[src/cpu_pkg.sv]
//==================================================
// Shared types and constants for the RV32I subset
// core, the bus arbiter and the word RAM.
// Modules import it inside their bodies.
//==================================================
`default_nettype none

package cpu_pkg;

	typedef logic [31:0] word_t;
	typedef logic [31:0] addr_t;
	typedef logic [4:0] reg_idx_t;

	localparam addr_t RESET_VECTOR = 32'h0000_0000;
	// 1024 words of RAM
	localparam int RAM_ADDR_BITS = 10;

	// Major opcodes, instruction bits [6:0]
	localparam logic [6:0] OPC_LUI = 7'b0110111;
	localparam logic [6:0] OPC_OPIMM = 7'b0010011;
	localparam logic [6:0] OPC_OP = 7'b0110011;
	localparam logic [6:0] OPC_LOAD = 7'b0000011;
	localparam logic [6:0] OPC_STORE = 7'b0100011;
	localparam logic [6:0] OPC_BRANCH = 7'b1100011;
	localparam logic [6:0] OPC_JAL = 7'b1101111;
	localparam logic [6:0] OPC_SYSTEM = 7'b1110011;

	// Request side of the plain request/ready bus
	typedef struct packed {
		logic rw;
		addr_t address;
		word_t wdata;
	} bus_req_t;

	typedef enum logic [1:0] {ALU_ADD, ALU_SUB, ALU_PASS_B} alu_op_e;

	typedef struct packed {
		reg_idx_t rd;
		reg_idx_t rs1;
		reg_idx_t rs2;
		word_t imm;
		alu_op_e alu_op;
		logic use_imm;
		logic reg_write;
		logic is_load;
		logic is_store;
		logic is_branch;
		logic is_jal;
		logic is_ecall;
		logic illegal;
	} decode_t;

	typedef enum logic [2:0] {
		ST_FETCH, ST_EXECUTE, ST_MEMORY, ST_WRITEBACK, ST_HALT
	} core_state_e;

	typedef enum logic [1:0] {M_NONE, M_DBUS, M_IBUS, M_HOST} master_e;

endpackage

`default_nettype wire

[src/bus_arbiter.sv]
//==================================================
// Fixed priority arbiter for the shared RAM.
// dbus beats ibus beats host. The owner is locked
// until the RAM answers, then one idle cycle.
//==================================================
`timescale 1ns/1ps
`default_nettype none

module bus_arbiter (
	input wire i_clock,
	input wire i_reset,

	input wire i_dbus_request,
	input wire cpu_pkg::bus_req_t i_dbus_req,
	output logic o_dbus_ready,
	output cpu_pkg::word_t o_dbus_rdata,

	input wire i_ibus_request,
	input wire cpu_pkg::bus_req_t i_ibus_req,
	output logic o_ibus_ready,
	output cpu_pkg::word_t o_ibus_rdata,

	input wire i_host_request,
	input wire cpu_pkg::bus_req_t i_host_req,
	output logic o_host_ready,
	output cpu_pkg::word_t o_host_rdata,

	output logic o_mem_request,
	output cpu_pkg::bus_req_t o_mem_req,
	input wire i_mem_ready,
	input wire cpu_pkg::word_t i_mem_rdata
);
	import cpu_pkg::*;

	master_e owner;

	// Grant only from idle, release on the RAM's ready pulse
	always_ff @(posedge i_clock) begin
		if (i_reset)
			owner <= M_NONE;
		else if (owner == M_NONE) begin
			if (i_dbus_request)
				owner <= M_DBUS;
			else if (i_ibus_request)
				owner <= M_IBUS;
			else if (i_host_request)
				owner <= M_HOST;
		end else if (i_mem_ready)
			owner <= M_NONE;
	end

	always_comb begin
		o_mem_request = 1'b0;
		o_mem_req = '0;
		case (owner)
			M_DBUS: begin
				o_mem_request = i_dbus_request;
				o_mem_req = i_dbus_req;
			end
			M_IBUS: begin
				o_mem_request = i_ibus_request;
				o_mem_req = i_ibus_req;
			end
			M_HOST: begin
				o_mem_request = i_host_request;
				o_mem_req = i_host_req;
			end
			default: ;
		endcase
	end

	// Response goes back to the owner only
	assign o_dbus_ready = i_mem_ready && (owner == M_DBUS);
	assign o_ibus_ready = i_mem_ready && (owner == M_IBUS);
	assign o_host_ready = i_mem_ready && (owner == M_HOST);
	assign o_dbus_rdata = (owner == M_DBUS) ? i_mem_rdata : '0;
	assign o_ibus_rdata = (owner == M_IBUS) ? i_mem_rdata : '0;
	assign o_host_rdata = (owner == M_HOST) ? i_mem_rdata : '0;

	// Owning master keeps requesting up to and including its ready cycle
	a_owner_requests: assert property (@(posedge i_clock) disable iff (i_reset)
		owner != M_NONE |-> o_mem_request);
	a_ready_owned: assert property (@(posedge i_clock) disable iff (i_reset)
		i_mem_ready |-> owner != M_NONE);

endmodule

`default_nettype wire

[config.mk]
export PLATFORM = sky130hd
export DESIGN_NAME = bus_arbiter
export DESIGN_NICKNAME = d
export VERILOG_FILES = /design/src/cpu_pkg.sv /design/src/bus_arbiter.sv
export SDC_FILE = /design/constraint.sdc
export NUM_CORES = 1
export LEC_CHECK = 0
export BUFFER_PORTS_ARGS = -buffer_cell sky130_fd_sc_hd__buf_2
export CAP_MARGIN = 0
export CORE_AREA = 2 2 154 156
export DETAILED_ROUTE_END_ITERATION = 16
export DIE_AREA = 0 0 156 158
export GPL_TIMING_DRIVEN = 0
export MAX_ROUTING_LAYER = met4
export PLACE_DENSITY = 0.36
export SLEW_MARGIN = 10
export SYNTH_ARGS = -nofsm -noshare
export SYNTH_HDL_FRONTEND = slang
export SYNTH_SLANG_ARGS = --single-unit
[constraint.sdc]
create_clock -name i_clock -period 1.22 [get_ports i_clock]
set_input_delay 0.061 -clock i_clock [delete_from_list [all_inputs] [get_ports i_clock]]
set_output_delay 0.061 -clock i_clock [all_outputs]
set_load 0.05 [all_outputs]
======== Yosys cells after proc, flatten, opt, wreduce, memory -nomap -nowiden ========
Cells that the tools add are included.
Widths: inputs -> output; s select.
word-level totals
  register bits after elaboration ......... 2
  bits of input ports ..................... 233
  output and inout bits ................... 165
  word-level logic and storage cells ...... 21
cells by class
  equality and inequality tests ........... 4
  mux-type cells .......................... 10
  reduce and logical (&&, ||, !) cells .... 6
operators by type and width
  cell                count
  $pmux 65 s3         1
  $mux 32             3
  $mux 2              5
  $eq 2x2->1 const B  2
  $ne 4x4->1 const B  1
  $logic_and 1x1->1   3
  $pmux 1 s3          1
  $eq 2x1->1 const B  1
  $logic_not 2->1     1
  $reduce_and 2->1    1
  $reduce_bool 2->1   1

======== Depth between registers and ports, before layout ========
Gate-level depths: netlist of run 1.
  word-level depth ........................ 4
  gate-level depth with buffers ........... 5
  mapped depth without buffers ............ 3

======== Worst setup path before layout of run 1 ========
Ideal clock, no wire load.
  kind .................................... reg-to-output
  start ................................... register owner[1]
  end ..................................... output port o_mem_req[24] (netlist bit)
  data arrival time ....................... 1.391 ns
  slack ................................... -0.232 ns
  cell stages (with the launch flop) ...... 5
  buffers on the path ..................... 2
  cell sequence ........................... dfxtp_1 > buf_2 > buf_4 > mux2_1 > a22o_1
RTL lines
  element                   RTL line           text
  start: declaration        bus_arbiter.sv:35  master_e owner;
  start signal: assignment  bus_arbiter.sv:40  owner <= M_NONE;
  start signal: assignment  bus_arbiter.sv:43  owner <= M_DBUS;
  start signal: assignment  bus_arbiter.sv:45  owner <= M_IBUS;
  end: declaration          bus_arbiter.sv:29  output cpu_pkg::bus_req_t o_mem_req,

==> impl_results.md, run 1 <==
- Worst min path class: in2reg
- Final Hold Fails: 0
- Crit. End Element: output port
- Worst Setup Start Kind: flop
- # DRC: 0
- Crit path kind: reg2out
- Syn nets: 513
- Setup WS post-layout: -0.454 ns
- Pwr/cell area: 696 nW/um2
- Final Skew: between 0.0015 and 0.002 ns
- Die H: about 160 um
- Setup violators final: 165
- Total track usage: 0.127
- Flop pwr share: 0.016
- Max stage delay cell, worst path: dfxtp_4
- Minimum clock period: 1.67 ns
- Post-Syn Instances: 280
- Status: finished with violations
- Clk_lat worst skew: 0.22 ns
- Synth cell types: 15
- CTS Buf Count: 3
- Starting Density: 0.0959
- Sequential area share after synthesis: 0.0181
- # fillers: about 2400
- Core area: 23100 um2
- Post-route ant nets: 0
- Drt via density: 4.00
- Final WL: between 15000 and 20000 um
- Maximum resistive drop on vdd: 330 uV
- GP Congestion: 0.776
- # rows: 56
- Critical path required time: 1.16 ns
- Top achievable clock speed: about 600 MHz
- Crit path DAT: approximately 1.6 ns
- Pwr Total: ~0.0052 W
- Largest regs: owner x2
- P&R area growth vs syn: 237%
- Max Cap Viol: 0
- Max incr delay on CP: 0.37 ns
- Avg Inst Size Synth: 7.89 um2
- Slew @ Worst Pin: 0.355 ns
- WL/cell: 18.0 um
- Num ports: 398
- First-pass GRT wire length: 23400 um
- Layout cell share with drive strength beyond 1: 0.959
- Mapped Area: 2210 um2
- Synthesis-stage register bit count: 2
- Max-slew headroom: 0.763
- Design area: about 7400 um2
- CTS root buf: clkbuf_16
- RSZ-0062 raised after global routing: true
- Clock Sinks: 2
- Gr ovfl total: 0
- Placement Setup Slack: -0.932 ns
- CP max FO: 10
- Comb pwr share: 0.890
- Antenna diode count: 0
- # nets final: between 900 and 1000
- Worst-path clk slew: 0.03 ns
- Int Pwr: between 0.002 and 0.003 W
- DPL Wire Length: about 14000 um
- Longest Clk Path Bufs: 2
- Cell mode on critical path: buf_12
- Switching Fraction: 0.489
- DR pass1 iterations: 2
- Vias: 3967
- Vias in the first global route: 3999
- Largest net degree at the start of global routing: 11
- Leakage power: ~3.8 nW
- Clk pwr share: 0.094
- H-tree lvl count: 1
- Input/output buffers: 397
- Max reg flops: 2
- Worst-path cell chain: buf_12, buf_12, mux2_4, a22o_4, buf_6
- NetSw: 0.00253 W
- Max-slew violation count: 0
- Fin crit share: 1.37
- DIE WIDTH: 156 um
- Placed cell area: between 5000 and 6000 um2
- CTS tree: yes
- Biggest register: owner
- DRT iter0 DRCs: 134
- Total die area: between 20000 and 25000 um2
- TNS Setup: -58.68 ns
- Initial antenna violation count: 0
- Yosys warning total: 0
- Violated checks: setup timing
## per-layer routing
layer,part of all wire,wire (um),vias up,global-route usage
li1,-,-,1908,-
met1,0.39,7020,1815,0.146
met2,0.54,9570,234,0.248
met3,0.058,1040,10,0.00849
met4,0.011,196,0,0.0144
met5,0,0,-,-
## per-stage QoR
step                 util  cells  hold WS [ns]
finish              0.323    992       0.00588
global route        0.323    992        0.0205
CTS                 0.292    981       0.00923
detailed placement  0.233    967         0.240
global placement    0.233    967         0.242
floorplan               -    280         0.123
## logic make-up (layout without fill, tap and decap cells)
kind of cell / count (synthesis) / in the layout / synth area share
compound gates: 69 / 69 / 0.268
mux: 66 / 66 / 0.336
simple gates: 107 / 107 / 0.301
buf+inv: 36 / 458 / 0.0759
flops: 2 / 2 / 0.0181
## cell usage after synthesis
cell / n / share of area
o21ai_0: 1 / 0.0023
a22o_1: 66 / 0.26
nor2_1: 2 / 0.0034
and3_1: 33 / 0.093
mux2_2: 34 / 0.17
clkbuf_1: 18 / 0.031
or4_1: 1 / 0.0034
and2_1: 66 / 0.19
a21oi_1: 2 / 0.0045
mux2_1: 32 / 0.16
buf_2: 14 / 0.032
dfxtp_1: 2 / 0.018
nor2b_1: 3 / 0.0085
nand2b_1: 2 / 0.0057
buf_4: 4 / 0.014
## layout by cell type (no fill, tap or decap), drive strengths merged
cell type,netlist,final
a21oi,2,2
a22o,66,66
and2,66,66
and3,33,33
buf,18,439
clkbuf,18,19
dfxtp,2,2
mux2,66,66
nand2b,2,2
nor2,2,2
nor2b,3,3
o21ai,1,1
or4,1,1
## power by group through the flow
stage          sequential, W  combinational, W  clock (W)
2_1_floorplan      0.0000786           0.00261          0
3_3_place_gp       0.0000813           0.00360          0
3_5_place_dp       0.0000812           0.00359          0
4_1_cts            0.0000859           0.00430   0.000498
5_1_grt            0.0000870           0.00482   0.000502
6_report           0.0000854           0.00461   0.000487
## path summary, 6_finish.rpt
check / cells past startpoint / slack [ns] / from / end
min reg2reg: 2 / 0.60 / owner[0] / owner[1]
min: 2 / 0.006 / i_reset / owner[1]
max: 5 / -0.45 / owner[1] / o_mem_req[52]
max reg2reg: 3 / 0 / owner[1] / owner[1]
## worst max-delay path, delay by kind of cell (launching register included)
kind	cells	cell delay [ns]
flip-flops	1	0.37
buffers and inverters	3	0.46
multiplexers	1	0.33
AO/OA/AOI/OAI	1	0.23
## what timing repair did
| item | 4_1_cts | 5_1_grt |
|---|---|---|
| pin swaps | 20 | 27 |
| gates resized for setup | 355 | 190 |
| setup endpoints to repair | 167 | 166 |
| gates cloned | 6 | 3 |
| hold buffers | 0 | 0 |
| setup buffers | 5 | 8 |
## cell type report
| type | instances | area, um2 | share of cell area |
|---|---|---|---|
| Buffer | 36 | 495 | 0.0665 |
| Clock buffer | 3 | 75.1 | 0.0101 |
| Multi-Input combinational cell | 242 | 2850 | 0.383 |
| Sequential cell | 2 | 47.5 | 0.00638 |
| Tap cell | 290 | 363 | 0.0487 |
| Timing Repair Buffer | 419 | 3620 | 0.486 |
Power figures use the tool's default switching activity.
==> run 2, diff against run 1 <==
- ABC_AREA: not set -> 1
- CORE_AREA: 2 2 154 156 -> 2 2 156 158
- DIE_AREA: 0 0 156 158 -> 0 0 158 160
- PLACE_DENSITY: 0.36 -> not set
- REMOVE_ABC_BUFFERS: not set -> 1
==> run 2 against run 1 <==
Net effect:
- the run still ends with setup timing left
- die area is 2.6% higher
- flip-flop and latch count unchanged
- clock skew is 0.00053 ns higher
- worst setup slack improved by 0.14 ns
- synthesized cell count up 65%
- wire length increased by 40%
- combinational power is 2% lower
- final cell count grew 21%
- largest cell class unchanged
- highest routed layer unchanged
==> impl_results.md, run 2 <==
- Status: finished with violations (unchanged)
- Violated checks: setup timing (unchanged)
- Layout cell share with drive strength beyond 1: 0.675 (was 0.959)
- Mux contribution to synthesized area: 0 (was 0.336)
- Int Pwr: 0.00209 W (was 0.00265 W)
- Die H: 160 um (was 158 um)
- Yosys top cell by area: nand3_1 (was a22o_1)
- CTS tree: yes (unchanged)
- WL/cell: 20.9 um (was 18.0 um)
- Post-synth EDFFs: 0 (unchanged)
- Pwr Total: 0.00511 W (was 0.00518 W)
- Yosys warning total: 0 (unchanged)
- P&R area growth vs syn: 229% (was 237%)
- # nets final: 1107 (was 937)
- Post-synthesis xor/xnor area fraction: 0 (unchanged)
- Worst min path class: in2reg (unchanged)
- Crit path DAT: 1.47 ns (was 1.61 ns)
- Synth cell types: 17 (was 15)
- Crit path kind: reg2out (unchanged)
- Post-synth ARST share: 0 (unchanged)
- Clock Sinks: 2 (unchanged)
- R2R Setup Slk: -0.18 ns (was 0 ns)
- Max reg flops: 2 (unchanged)
- Core area: 23800 um2 (was 23100 um2)
- GP Congestion: 0.833 (was 0.776)
- Drt via density: 4.36 (was 4.00)
- Top achievable clock speed: 652 MHz (was 597 MHz)
- First-pass GRT wire length: 32500 um (was 23400 um)
- Slew @ Worst Pin: 0.293 ns (was 0.355 ns)
- Compound-Gate Fraction of Synth Area: 0.0162 (was 0.268)
- Final Hold Fails: 0 (unchanged)
- DRT iter0 DRCs: 402 (was 134)
- Max stage delay cell, worst path: dfxtp_4 (unchanged)
- Placement Setup Slack: -2.41 ns (was -0.932 ns)
- Maximum resistive drop on vdd: 415 uV (was 330 uV)
- Largest net degree at the start of global routing: 33 (was 11)
- TNS Setup: -38.32 ns (was -58.68 ns)
- Max-slew violation count: 0 (unchanged)
- # DRC: 0 (unchanged)
- Longest Clk Path Bufs: 2 (unchanged)
- Final WL: 25000 um (was 17800 um)
- Crit. End Element: output port (unchanged)
- Final Skew: 0.00211 ns (was 0.00158 ns)
- Avg Inst Size Synth: 4.67 um2 (was 7.89 um2)
- Commonest non-fill, non-tap cell in the layout: buf_2 (unchanged)
- Setup violators final: 167 (was 165)
- DIE WIDTH: 158 um (was 156 um)
- Total die area: 25300 um2 (was 24600 um2)
- CTS root buf: clkbuf_16 (unchanged)
- Mapped Area: 2160 um2 (was 2210 um2)
- Commonest cells after routing, fill and taps aside: 232 x buf_2, 135 x nand3_1, 95 x buf_6 (was 243 x buf_2, 103 x buf_8, 65 x and2_4)
- Clk_lat worst skew: 0.22 ns (about the same)
- Largest family of logic cells by synthesized area: simple AND/OR/NAND/NOR gates (was multiplexers)
- Commonest cells post-synth: 194 x nand3_1, 100 x nor2_1, 73 x nand2_1 (was 66 x a22o_1, 66 x and2_1, 34 x mux2_2)
- DP Cell Count: 1137 (was 967)
- Synthesis-stage register bit count: 2 (unchanged)
- Num ports: 398 (unchanged)
- CP max FO: 8 (was 10)
- Worst-path clk slew: 0.03 ns (about the same)
- Post-route ant nets: 0 (unchanged)
- DR pass1 iterations: 5 (was 2)
- Sequential area share after synthesis: 0.0186 (was 0.0181)
- Starting Density: 0.0906 (was 0.0959)
- Flop pwr share: 0.018 (was 0.016)
- RSZ-0062 raised after global routing: true (unchanged)
- Post-Syn Instances: 462 (was 280)
- Setup WS post-layout: -0.315 ns (was -0.454 ns)
- Comb pwr share: 0.883 (was 0.890)
- Leakage power: 3.59 nW (was 3.78 nW)
- Finished Layout Cells: 1197 (was 992)
- Synth Area in Simple Gates: 0.762 (was 0.301)
- Clk pwr share: 0.099 (was 0.094)
- Fin crit share: 1.26 (was 1.37)
- Pwr/cell area: 718 nW/um2 (was 696 nW/um2)
- Max incr delay on CP: 0.39 ns (was 0.37 ns)
- Vias in the first global route: 5022 (was 3999)
- DPL Wire Length: 12400 um (was 13900 um)
- Max Cap Viol: 0 (unchanged)
- Worst Setup Start Kind: flop (unchanged)
- Switching Fraction: 0.591 (was 0.489)
- Gr ovfl total: 0 (unchanged)
- H-tree lvl count: 1 (unchanged)
- Synth Flop Type: dfxtp_1 (unchanged)
- Vias: 5216 (was 3967)
- Minimum clock period: 1.53 ns (was 1.67 ns)
- NetSw: 0.00302 W (was 0.00253 W)
- Input/output buffers: 397 (unchanged)
- CTS Buf Count: 3 (unchanged)
- Largest regs: owner x2 (unchanged)
- Critical path required time: 1.16 ns (about the same)
- Initial antenna violation count: 1 (was 0)
- # rows: 57 (was 56)
- Total track usage: 0.181 (was 0.127)
- Count leader, synth: nand3_1
- Worst-path cell chain: buf_12, nand2_8, inv_16, nand2_4, a31oi_4, buf_6 (was buf_12, buf_12, mux2_4, a22o_4, buf_6)
- # fillers: 2512 (was 2365)
- Top cell type's share of synthesized area: 0.450 (was 0.262)
- Adder-Cell Fraction of Synth Area: 0 (unchanged)
- Largest cells by area after synthesis: nand3_1 45%, nor2_1 17%, nand2_1 13% (was a22o_1 26%, and2_1 19%, mux2_2 17%)
- Max-slew headroom: 0.805 (was 0.763)
- Biggest register: owner (unchanged)
## run 2: through the flow
step           hold slack [ns]  area [um2]  utilization
5_1_grt                  0.243        7110        0.298
3_3_place_gp             0.236        4260        0.179
6_report                 0.203        7110        0.298
4_1_cts                  0.179        6420        0.270
2_1_floorplan            0.130        1860            -
3_5_place_dp             0.227        4270        0.179
## run 2: cell families (layout without fill, tap and decap cells)
kind of cell,after synthesis,after routing
AO/OA/AOI/OAI,6,6
buffers and inverters,84,486
flip-flops,2,2
other,0,1
AND/OR/NAND/NOR,370,378
## run 2: path summary, 6_finish.rpt
path | startpoint | endpoint | cells past startpoint
hold reg to reg | owner[1] | owner[1] | 4
hold / removal | i_ibus_request | owner[0] | 4
setup reg to reg | owner[0] | owner[0] | 8
setup / recovery | owner[1] | o_mem_req[63] | 6
## run 2: cell type report
type | instances | area (um2) | area share
Timing Repair Buffer | 433 | 3640 | 0.512
Multi-Input combinational cell | 384 | 2580 | 0.362
Tap cell | 324 | 405 | 0.0570
Inverter | 38 | 191 | 0.0269
Timing Repair inverter | 12 | 174 | 0.0245
Clock buffer | 3 | 75.1 | 0.0106
Sequential cell | 2 | 47.5 | 0.00669
Antenna cell | 1 | 2.50 | 0.000352
## run 2: power by group through the flow
stage / clock, W / sequential [W] / combinational, W
finish: 0.000503 / 0.0000932 / 0.00451
detailed placement: 0 / 0.000209 / 0.00279
floorplan: 0 / 0.000154 / 0.00183
CTS: 0.000505 / 0.0000936 / 0.00423
global placement: 0 / 0.000208 / 0.00280
global route: 0.000516 / 0.0000940 / 0.00468
## run 2: worst max-delay path: cells and delay by family (launching register included)
kind | cells | cell delay (ns)
buf+inv | 3 | 0.43
simple gates | 2 | 0.19
compound gates | 1 | 0.21
flops | 1 | 0.39
## run 2: layer usage
metal / track usage / vias up / routed length [um]
li1: - / 2359 / -
met1: 0.215 / 2402 / 9650
met2: 0.335 / 394 / 12700
met3: 0.0152 / 61 / 1900
met4: 0.0311 / 0 / 794
met5: - / - / 0
## run 2: what timing repair did
action	in CTS	in global routing
endpoints found under the hold margin	2	0
setup buffers	30	3
setup endpoints to repair	167	167
cloned	20	2
pin swaps	17	12
hold buffers	1	0
resized for setup	432	154
