==> src/cpu_pkg.sv <==
//==================================================
// Shared types and constants for the RV32I subset
// core, the bus arbiter and the word RAM.
// Modules import it inside their bodies.
//==================================================
`default_nettype none

package cpu_pkg;

	typedef logic [31:0] word_t;
	typedef logic [31:0] addr_t;
	typedef logic [4:0] reg_idx_t;

	localparam addr_t RESET_VECTOR = 32'h0000_0000;
	// 1024 words of RAM
	localparam int RAM_ADDR_BITS = 10;

	// Major opcodes, instruction bits [6:0]
	localparam logic [6:0] OPC_LUI = 7'b0110111;
	localparam logic [6:0] OPC_OPIMM = 7'b0010011;
	localparam logic [6:0] OPC_OP = 7'b0110011;
	localparam logic [6:0] OPC_LOAD = 7'b0000011;
	localparam logic [6:0] OPC_STORE = 7'b0100011;
	localparam logic [6:0] OPC_BRANCH = 7'b1100011;
	localparam logic [6:0] OPC_JAL = 7'b1101111;
	localparam logic [6:0] OPC_SYSTEM = 7'b1110011;

	// Request side of the plain request/ready bus
	typedef struct packed {
		logic rw;
		addr_t address;
		word_t wdata;
	} bus_req_t;

	typedef enum logic [1:0] {ALU_ADD, ALU_SUB, ALU_PASS_B} alu_op_e;

	typedef struct packed {
		reg_idx_t rd;
		reg_idx_t rs1;
		reg_idx_t rs2;
		word_t imm;
		alu_op_e alu_op;
		logic use_imm;
		logic reg_write;
		logic is_load;
		logic is_store;
		logic is_branch;
		logic is_jal;
		logic is_ecall;
		logic illegal;
	} decode_t;

	typedef enum logic [2:0] {
		ST_FETCH, ST_EXECUTE, ST_MEMORY, ST_WRITEBACK, ST_HALT
	} core_state_e;

	typedef enum logic [1:0] {M_NONE, M_DBUS, M_IBUS, M_HOST} master_e;

endpackage

`default_nettype wire

==> src/cpu_core.sv <==
//==================================================
// Multi-cycle RV32I subset core, one instruction in
// flight. Fetches over the instruction bus, loads and
// stores over the data bus, halts on ECALL or fault.
//==================================================
`timescale 1ns/1ps
`default_nettype none

module cpu_core (
	input wire i_clock,
	input wire i_reset,
	input wire i_run,

	// Instruction bus
	output logic o_ibus_request,
	input wire i_ibus_ready,
	output cpu_pkg::bus_req_t o_ibus_req,
	input wire cpu_pkg::word_t i_ibus_rdata,

	// Data bus
	output logic o_dbus_request,
	input wire i_dbus_ready,
	output cpu_pkg::bus_req_t o_dbus_req,
	input wire cpu_pkg::word_t i_dbus_rdata,

	// Debug
	output logic o_busy,
	output logic o_halted,
	output logic o_fault,
	output cpu_pkg::word_t o_retired
);
	import cpu_pkg::*;

	core_state_e state;
	addr_t pc;
	addr_t next_pc;
	word_t instruction;
	word_t result;
	logic fetch_hold;
	decode_t dec;
	word_t rs1;
	word_t rs2;
	word_t alu_b;
	word_t alu_out;
	logic branch_taken;

	//==================================================
	// Decode and registers

	cpu_decode decode_i (
		.i_instruction(instruction),
		.o_decode(dec)
	);

	cpu_registers registers_i (
		.i_clock(i_clock),
		.i_reset(i_reset),
		.i_rs1_idx(dec.rs1),
		.i_rs2_idx(dec.rs2),
		.o_rs1(rs1),
		.o_rs2(rs2),
		.i_write(state == ST_WRITEBACK && dec.reg_write),
		.i_rd_idx(dec.rd),
		.i_rd_data(result)
	);

	//==================================================
	// ALU

	always_comb begin
		alu_b = dec.use_imm ? dec.imm : rs2;
		case (dec.alu_op)
			ALU_SUB: alu_out = rs1 - alu_b;
			ALU_PASS_B: alu_out = alu_b;
			default: alu_out = rs1 + alu_b;
		endcase
	end

	// BEQ taken when rs1 - rs2 is zero
	assign branch_taken = dec.is_branch && (alu_out == '0);

	//==================================================
	// Sequencer

	always_ff @(posedge i_clock) begin
		if (i_reset) begin
			state <= ST_FETCH;
			pc <= RESET_VECTOR;
			fetch_hold <= 1'b0;
			o_fault <= 1'b0;
			o_retired <= '0;
		end else begin
			// Keeps a started fetch alive if i_run drops
			fetch_hold <= o_ibus_request && !i_ibus_ready;
			case (state)
				ST_FETCH: if (i_ibus_ready) state <= ST_EXECUTE;
				ST_EXECUTE: begin
					if (dec.illegal) begin
						state <= ST_HALT;
						o_fault <= 1'b1;
					end else if (dec.is_ecall)
						state <= ST_HALT;
					else if (dec.is_load || dec.is_store)
						state <= ST_MEMORY;
					else
						state <= ST_WRITEBACK;
				end
				ST_MEMORY: if (i_dbus_ready) state <= ST_WRITEBACK;
				ST_WRITEBACK: begin
					pc <= next_pc;
					o_retired <= o_retired + 32'd1;
					state <= ST_FETCH;
				end
				default: state <= ST_HALT;
			endcase
		end
	end

	// Instruction, result and target latches
	always_ff @(posedge i_clock) begin
		if (state == ST_FETCH && i_ibus_ready)
			instruction <= i_ibus_rdata;
		if (state == ST_EXECUTE) begin
			result <= dec.is_jal ? pc + 32'd4 : alu_out;
			next_pc <= (dec.is_jal || branch_taken) ? pc + dec.imm : pc + 32'd4;
		end
		if (state == ST_MEMORY && i_dbus_ready && dec.is_load)
			result <= i_dbus_rdata;
	end

	//==================================================
	// Bus requests and status

	assign o_ibus_request = (state == ST_FETCH) && (i_run || fetch_hold);
	assign o_ibus_req = '{rw: 1'b0, address: pc, wdata: '0};
	// Address was computed into result during execute
	assign o_dbus_request = (state == ST_MEMORY);
	assign o_dbus_req = '{rw: dec.is_store, address: result, wdata: rs2};

	assign o_halted = (state == ST_HALT);
	assign o_busy = o_ibus_request || (state inside {ST_EXECUTE, ST_MEMORY, ST_WRITEBACK});

	// A ready only ever answers an outstanding request
	a_ready_requested: assert property (@(posedge i_clock) disable iff (i_reset)
		!(i_ibus_ready && !o_ibus_request) && !(i_dbus_ready && !o_dbus_request));
	a_ibus_hold: assert property (@(posedge i_clock) disable iff (i_reset)
		o_ibus_request && !i_ibus_ready |=> o_ibus_request && $stable(o_ibus_req));
	a_dbus_hold: assert property (@(posedge i_clock) disable iff (i_reset)
		o_dbus_request && !i_dbus_ready |=> o_dbus_request && $stable(o_dbus_req));

endmodule

`default_nettype wire

==> src/cpu_decode.sv <==
//==================================================
// Combinational decoder for the supported subset.
// Anything outside LUI, ADDI, ADD, SUB, LW, SW, BEQ,
// JAL and ECALL comes out with illegal set.
//==================================================
`timescale 1ns/1ps
`default_nettype none

module cpu_decode (
	input wire cpu_pkg::word_t i_instruction,
	output cpu_pkg::decode_t o_decode
);
	import cpu_pkg::*;

	logic [6:0] opcode;
	logic [2:0] funct3;
	logic [6:0] funct7;
	word_t imm_i;
	word_t imm_s;
	word_t imm_b;
	word_t imm_u;
	word_t imm_j;

	assign opcode = i_instruction[6:0];
	assign funct3 = i_instruction[14:12];
	assign funct7 = i_instruction[31:25];

	// Sign-extended immediates of each format
	assign imm_i = {{20{i_instruction[31]}}, i_instruction[31:20]};
	assign imm_s = {{20{i_instruction[31]}}, i_instruction[31:25], i_instruction[11:7]};
	assign imm_b = {{19{i_instruction[31]}}, i_instruction[31], i_instruction[7],
		i_instruction[30:25], i_instruction[11:8], 1'b0};
	assign imm_u = {i_instruction[31:12], 12'h000};
	assign imm_j = {{11{i_instruction[31]}}, i_instruction[31], i_instruction[19:12],
		i_instruction[20], i_instruction[30:21], 1'b0};

	always_comb begin
		o_decode = '0;
		o_decode.rd = i_instruction[11:7];
		o_decode.rs1 = i_instruction[19:15];
		o_decode.rs2 = i_instruction[24:20];
		o_decode.alu_op = ALU_ADD;
		case (opcode)
			OPC_LUI: begin
				o_decode.imm = imm_u;
				o_decode.alu_op = ALU_PASS_B;
				o_decode.use_imm = 1'b1;
				o_decode.reg_write = 1'b1;
			end
			OPC_OPIMM: begin
				o_decode.imm = imm_i;
				o_decode.use_imm = 1'b1;
				o_decode.reg_write = 1'b1;
				o_decode.illegal = (funct3 != 3'b000);
			end
			OPC_OP: begin
				o_decode.reg_write = 1'b1;
				o_decode.alu_op = funct7[5] ? ALU_SUB : ALU_ADD;
				o_decode.illegal = (funct3 != 3'b000) ||
					(funct7 != 7'b0000000 && funct7 != 7'b0100000);
			end
			OPC_LOAD: begin
				o_decode.imm = imm_i;
				o_decode.use_imm = 1'b1;
				o_decode.reg_write = 1'b1;
				o_decode.is_load = 1'b1;
				o_decode.illegal = (funct3 != 3'b010);
			end
			OPC_STORE: begin
				o_decode.imm = imm_s;
				o_decode.use_imm = 1'b1;
				o_decode.is_store = 1'b1;
				o_decode.illegal = (funct3 != 3'b010);
			end
			OPC_BRANCH: begin
				// Compare by subtraction, offset added to pc in the core
				o_decode.imm = imm_b;
				o_decode.alu_op = ALU_SUB;
				o_decode.is_branch = 1'b1;
				o_decode.illegal = (funct3 != 3'b000);
			end
			OPC_JAL: begin
				o_decode.imm = imm_j;
				o_decode.reg_write = 1'b1;
				o_decode.is_jal = 1'b1;
			end
			OPC_SYSTEM: begin
				o_decode.is_ecall = (i_instruction == 32'h0000_0073);
				o_decode.illegal = (i_instruction != 32'h0000_0073);
			end
			default: o_decode.illegal = 1'b1;
		endcase
	end

endmodule

`default_nettype wire

==> src/cpu_registers.sv <==
//==================================================
// Integer register file, 32 x 32 bits.
// Two asynchronous read ports, one write port.
//==================================================
`timescale 1ns/1ps
`default_nettype none

module cpu_registers (
	input wire i_clock,
	input wire i_reset,
	input wire cpu_pkg::reg_idx_t i_rs1_idx,
	input wire cpu_pkg::reg_idx_t i_rs2_idx,
	output cpu_pkg::word_t o_rs1,
	output cpu_pkg::word_t o_rs2,
	input wire i_write,
	input wire cpu_pkg::reg_idx_t i_rd_idx,
	input wire cpu_pkg::word_t i_rd_data
);
	import cpu_pkg::*;

	word_t regs [0:31];

	always_ff @(posedge i_clock) begin
		if (i_reset) begin
			for (int i = 0; i < 32; i++)
				regs[i] <= '0;
		end else if (i_write && i_rd_idx != '0) begin
			regs[i_rd_idx] <= i_rd_data;
		end
	end

	// x0 reads as zero whatever the array holds
	assign o_rs1 = (i_rs1_idx == '0) ? '0 : regs[i_rs1_idx];
	assign o_rs2 = (i_rs2_idx == '0) ? '0 : regs[i_rs2_idx];

	a_write_idx_known: assert property (@(posedge i_clock) disable iff (i_reset)
		i_write |-> !$isunknown(i_rd_idx));

endmodule

`default_nettype wire

==> config.mk <==
export PLATFORM = sky130hd
export DESIGN_NAME = cpu_core
export DESIGN_NICKNAME = d
export VERILOG_FILES = /design/src/cpu_pkg.sv /design/src/cpu_core.sv /design/src/cpu_decode.sv /design/src/cpu_registers.sv
export SDC_FILE = /design/constraint.sdc
export NUM_CORES = 2
export LEC_CHECK = 0
export BUFFER_PORTS_ARGS = -buffer_cell sky130_fd_sc_hd__buf_2
export CAP_MARGIN = 20
export CORE_UTILIZATION = 30
export CTS_CLUSTER_SIZE = 12
export DETAILED_ROUTE_END_ITERATION = 8
export GPL_ROUTABILITY_DRIVEN = 0
export PLACE_DENSITY = 0.5
export SYNTH_ARGS = -nofsm -noshare
export SYNTH_HDL_FRONTEND = slang
export SYNTH_HIERARCHICAL = 1
export SYNTH_SLANG_ARGS = --single-unit
export TNS_END_PERCENT = 50
==> constraint.sdc <==
create_clock -name i_clock -period 7.7 [get_ports i_clock]
set_input_delay 0.385 -clock i_clock [delete_from_list [all_inputs] [get_ports i_clock]]
set_output_delay 0.385 -clock i_clock [all_outputs]
set_load 0.01 [all_outputs]
# Yosys cells after proc, flatten, opt, wreduce, memory -nomap -nowiden
# Memory sizes are Yosys's and may differ from the RTL's. A register that Yosys moved wholly into a read port is not among the register bits.
# Index checks and enable logic that the tools add are counted.
# Widths: inputs -> output; s select.
[op_classes]
addsub = 5
n_mul = 0
div = 0
order_cmp = 0
n_eq_ne = 20
shifts = 0
muxes = 35
bitwise = 0
reduce_logical = 33
[ops]
columns = ["cell", "n"]
rows = [
  ["$mux 32", 8],
  ["$pmux 32 s5", 1],
  ["$add 32x32->32", 2],
  ["$pmux 32 s2", 1],
  ["$add 32x1->32 const B", 1],
  ["$add 32x3->32 const B", 1],
  ["$eq 32x7->1 const B", 1],
  ["$logic_not 32->1", 1],
  ["$ne 32x7->1 const B", 1],
  ["$reduce_or 32->1", 1],
  ["$sub 32x32->32", 1],
  ["$eq 7x6->1 const B", 3],
  ["$eq 7x7->1 const B", 3],
  ["$mux 1", 15],
  ["$mux 5", 3],
  ["$mux 3", 4],
  ["$pmux 3 s4", 1],
  ["$logic_not 5->1", 2],
  ["$logic_and 1x1->1", 9],
  ["$reduce_or 2->1", 4],
  ["$eq 7x2->1 const B", 1],
  ["$eq 7x5->1 const B", 1],
  ["$ne 7x6->1 const B", 1],
  ["$reduce_bool 7->1", 1],
  ["other kinds (19)", 26],
]
[totals]
ff_bits = 165
latch_bits = 0
ram_bits = 1024
romBits = 0
input_bits = 69
out_inout_bits = 167
elab_cells = 102
n_memories = 1
[memory_table]
columns = ["name", "depth", "word_bits", "read_ports", "rd_clocked_by_memory_dff", "wr", "line", "rtl"]
rows = [
  ["registers_i.regs", 32, 32, 2, 2, 32, "cpu_registers.sv:21", "word_t regs [0:31];"],
]

# Longest topological paths before layout
[logic_depth]
ltp_word = 10
mapped_depth = 32
depth_no_buf = 25

# Cells and area by module
# Netlist, hierarchy kept.
[by_module_without_submodules]
columns = ["mod", "n_inst", "cells_each", "area_per_inst_um2", "seq_area_each_um2"]
rows = [
  ["cpu_registers", 1, 3502, 54233.3, 30749.5],
  ["cpu_core", 1, 1430, 12325.6, 4264.1],
  ["cpu_decode", 1, 118, 805.8, 0.0],
]

# Least setup slack after synthesis
# Ideal clock, no wire load.
[synth_timing]
path_type = "reg-to-reg"
start = "register instruction[6]"
end = "register next_pc[16] (data pin)"
setup_ps = 260
t_arrival_ps = 7144
path_slack_ps = 296
stages_incl_launch_ff = 28
n_path_buf = 8
synth_period_minus_slack_ps = 7404
cell_sequence = "edfxtp_1 > buf_2 > nor4_1 > buf_6 > buf_4 > clkbuf_1 > buf_1 > clkbuf_1 > mux2i_1 > ha_1 > nand3b_1 > or3_1 > o21ai_0 > xnor2_1 > ha_1 > buf_2 > and2_1 > a32o_1 > o21ai_2 > or4b_1 > a311oi_1 > o21ai_1 > xnor2_1 > mux2i_1 > nor4_2 > a31oi_2 > buf_6 > mux2_4"
[synth_lines]
columns = ["item", "line", "rtl"]
rows = [
  ["from (decl)", "cpu_core.sv:37", "word_t instruction;"],
  ["from (signal assigned)", "cpu_core.sv:122", "instruction <= i_ibus_rdata;"],
  ["to (signal assigned)", "cpu_core.sv:125", "next_pc <= (dec.is_jal || branch_taken) ? pc + dec.imm : pc + 32'd4;"],
  ["to (decl)", "cpu_core.sv:36", "addr_t next_pc;"],
]

# Worst setup path in the final report
[layout_timing]
start = "register instruction[21]"
end = "register next_pc[8] (data pin)"
[layout_via]
elab_chain_len = 9
word_cells_on_any_way = 12
[layout_lines]
columns = ["item", "line", "rtl"]
rows = [
  ["$logic_not 5->1", "cpu_registers.sv:34", "assign o_rs2 = (i_rs2_idx == '0) ? '0 : regs[i_rs2_idx];"],
  ["$mux 32", "cpu_registers.sv:34", ""],
  ["$mux 32", "cpu_core.sv:71", "alu_b = dec.use_imm ? dec.imm : rs2;"],
  ["$add 32x32->32 / $sub 32x32->32 (equally long branches)", "cpu_core.sv:75, cpu_core.sv:73", ""],
  ["$pmux 32 s2", "cpu_core.sv:72", "case (dec.alu_op)"],
  ["$logic_not 32->1", "cpu_core.sv:80", "assign branch_taken = dec.is_branch && (alu_out == '0);"],
  ["$logic_and 1x1->1", "cpu_core.sv:80", ""],
  ["$logic_or 1x1->1", "cpu_core.sv:125", ""],
  ["$mux 32 *", "cpu_core.sv:125", ""],
]
# Mark *: on every way between the ends. The rest lies on a longest branch, timed or not.
# A chain may end at the register's enable or synchronous reset.

==> results.sh <==
export IMPL_crit_slowest_cell="or3_2"
export IMPL_drtAntennaViolNets=0
export IMPL_crit_path_start_kind="flop"
export IMPL_highest_layer="met5"
export IMPL_dr_wl_met3_mm=30.2
export IMPL_final_area_sq_um=79400
export IMPL_fin_cells=8539
export IMPL_worst_slack_ns=0.159
export IMPL_areaGrowthSynthToFinish_pct=17.9
export IMPL_grtUsageTotal_pct=24.0
export IMPL_place_hpwl_mm=180
export IMPL_clockBufferDepth=3
export IMPL_setup_tns_final_ns=0
export IMPL_clk_latency_ns=0.82
export IMPL_cts_root_buf="clkbuf_16"
export IMPL_start_util_pct=30.2
export IMPL_grt_max_degree=68
export IMPL_hold_end="result[27]"
export IMPL_synth_edff_count=1120
export IMPL_ys_ff_latch=1189
export IMPL_synth_top_area_share_pct=49.9
export IMPL_ys_seq_area_share_pct=52.0
export IMPL_critical_path_class="flop to flop"
export IMPL_hp_start="i_dbus_rdata[27]"
export IMPL_synth_async_reset_ratio_pct=0
export IMPL_num_rows=173
export IMPL_r2r_start="instruction[21]"
export IMPL_fin_util_pct=35.7
export IMPL_wl_met2_mm=119
export IMPL_synth_cells=5050
export IMPL_drt_total_wl_mm=276
export IMPL_critical_path_peak_fanout=19
export IMPL_yosys_cell_types_count=92
export IMPL_drv_cap=0
export IMPL_power_density_nw_per_um2=233
export IMPL_end_kind="flop"
export IMPL_crit_path_frequent_cell="buf_4"
export IMPL_required_ns=8.22
export IMPL_wl_met1_mm=116
export IMPL_coreArea_sq_um=223000
export IMPL_drv_slew=0
export IMPL_port_buffers=202
export IMPL_drive_above_1_share_pct=26.7
export IMPL_worstMarginPinSlew_ns=1.18
export IMPL_cts_tree="built"
export IMPL_synthTopCellsByArea="edfxtp_1, mux4_2, and2_1"
export IMPL_grt_pass1_wl_mm=380
export IMPL_hold_depth=3
export IMPL_crit_arrival_ns=8.06
export IMPL_synth_main_ff_cell="edfxtp_1"
export IMPL_relSlewSlack_pct=21.0
export IMPL_grt_pass1_vias=47100
export IMPL_hp_class="input pin to flop"
export IMPL_die_y_um=476
export IMPL_placed_cells_incl_taps=8199
export IMPL_status="finished, final reports clean"
export IMPL_fmax_ghz=0.133
export IMPL_die_w_um=476
export IMPL_finClkSkew_ns=0.0406
export IMPL_numCtsBuffers=142
export IMPL_rr_worst_depth=26
export IMPL_firstDrtPassIters=5
export IMPL_ys_warn_count=6
export IMPL_cp_num_buf_inv=7
export IMPL_rrSetupSlack_ns=0.16
export IMPL_dieArea_sq_um=226000
export IMPL_vias=48400
export IMPL_cts_sinks=1189
export IMPL_setup_viol=0
export IMPL_critPathMaxStageDelay_ns=0.69
export IMPL_nNetsFinal=5579
export IMPL_fillCellCount=21400
export IMPL_htree_num_levels=4
export IMPL_wire_per_inst_um=32.4
export IMPL_drc=0
export IMPL_yosys_area_top_type="edfxtp_1"
export IMPL_r2r_end="next_pc[8]"
export IMPL_grt_overflow=0
export IMPL_p_leak_nw=29.3
export IMPL_cts_clk_slew_worst_paths_ns=0.06
export IMPL_grt_setup_unrepaired="false"
export IMPL_finalHoldViolCount=0
export IMPL_place_ws_ns=0.0729
export IMPL_drt_iter0_markers=6591
export IMPL_pin_count=236
export IMPL_placed_cell_area_sq_um=74000
export IMPL_timing_final_crit_share_pct=97.9
export IMPL_synth_area_sq_um=67400
export IMPL_yosysMostFrequentCell="edfxtp_1"
export IMPL_synthTopCellsByCount="edfxtp_1, and2_1, mux4_2"
export IMPL_cp_top_family="simple AND/OR/NAND/NOR gates"
export IMPL_antenna_found_initial=38
export IMPL_timing_final_crit_period_ns=7.54
export IMPL_viasPerCell=5.67
export IMPL_worst_ir_drop_vdd_mv=0.170
export IMPL_synth_avg_cell_area_sq_um=13.3
-- how the worst max path moves through the flow --
stage | from | to | slack [ns] | cells after the start
floorplan | instruction[6] | next_pc[16] | 0.30 | 27
global placement | instruction[20] | next_pc[14] | 0.11 | 28
detailed placement | instruction[20] | next_pc[8] | 0.07 | 26
CTS | instruction[20] | next_pc[8] | 0.03 | 26
global route | instruction[20] | next_pc[8] | 0.008 | 28
finish | instruction[21] | next_pc[8] | 0.16 | 26
-- power breakdown --
group	internal, W	switching, W
combinational	0.00165	0.00265
clock	0.00381	0.00288
sequential	0.00737	0.000165
-- stage by stage --
| step | hold slack [ns] | power (W) |
|---|---|---|
| after floorplan | 0.461 | 0.00990 |
| after global placement | 0.449 | 0.0118 |
| after detailed placement | 0.461 | 0.0118 |
| after CTS | 0.0108 | 0.0185 |
| after global routing | 0.0479 | 0.0191 |
| final | 0.0421 | 0.0185 |
-- logic make-up (layout without fill, tap and decap cells) --
group / Yosys count / count (layout) / share of synthesized area (%)
buf+inv: 528 / 968 / 3.77
simple gates: 1742 / 1742 / 14.8
fa+ha+maj: 67 / 67 / 1.27
mux: 734 / 734 / 19.8
compound gates: 653 / 653 / 6.62
xor+xnor: 135 / 135 / 1.77
other cells: 2 / 76 / 0.0111
flops: 1189 / 1189 / 52.0
-- layout make-up --
type | count | area [sq um] | share of cell area [%]
Sequential cell | 1189 | 35000 | 44.1
Multi-Input combinational cell | 3396 | 30600 | 38.5
Timing Repair Buffer | 684 | 5470 | 6.89
Clock buffer | 185 | 3850 | 4.85
Tap cell | 2975 | 3720 | 4.69
Clock inverter | 69 | 644 | 0.811
Inverter | 30 | 113 | 0.142
Antenna cell | 11 | 27.5 | 0.0347
-- cells in the final DEF, fill, tap and decap left out, drive strengths merged, types with 83 or more instances in the layout --
| cell type | count |
|---|---|
| mux2i | 208 |
| o21ai | 83 |
| nor2 | 188 |
| a21oi | 152 |
| edfxtp | 1120 |
| nor3 | 85 |
| and2 | 1019 |
| o22ai | 108 |
| buf | 615 |
| mux4 | 472 |
| clkbuf | 189 |
| nand2 | 196 |
-- flip-flops by register name (all words and copies together), names as in the netlist --
signal            cells
result               32
o_fault               1
next_pc              32
fetch_hold            1
o_retired            32
pc                   32
state                 3
instruction          32
registers_i/regs   1024
-- worst register-to-register path, cell delays in order (launching register included) --
cell and delay (ns):
edfxtp_1 0.42, buf_12 0.20, or3_2 0.72, buf_4 0.29, o22ai_1 0.21, a2111oi_1 0.08
buf_4 0.18, nor3_1 0.62, mux2i_1 0.28, or3b_1 0.35, o21ai_0 0.15, xor2_1 0.17
ha_1 0.36, a211oi_1 0.52, buf_4 0.22, a31o_2 0.21, o21ai_0 0.18, nor4_1 0.22
a311oi_1 0.12, nor4_1 0.40, buf_4 0.17, nand4_1 0.18, nor4_4 0.37, a31oi_4 0.13
buf_12 0.19, buf_4 0.19, mux2i_1 0.14
-- what timing repair did --
action / in CTS / in global routing
endpoints found under the setup margin: 0 / 33
setup buffers: 0 / 3
endpoints found under the hold margin: 64 / 0
resized for setup: 0 / 33
hold buffers: 64 / 0
-- metal layers --
metal / global-route usage (%) / up-vias
met5: 0 / -
met4: 9.13 / 20
met3: 5.55 / 447
met2: 35.8 / 2939
met1: 33.8 / 25100
li1: - / 19900
Note: power is estimated with default switching activity, not from simulation.
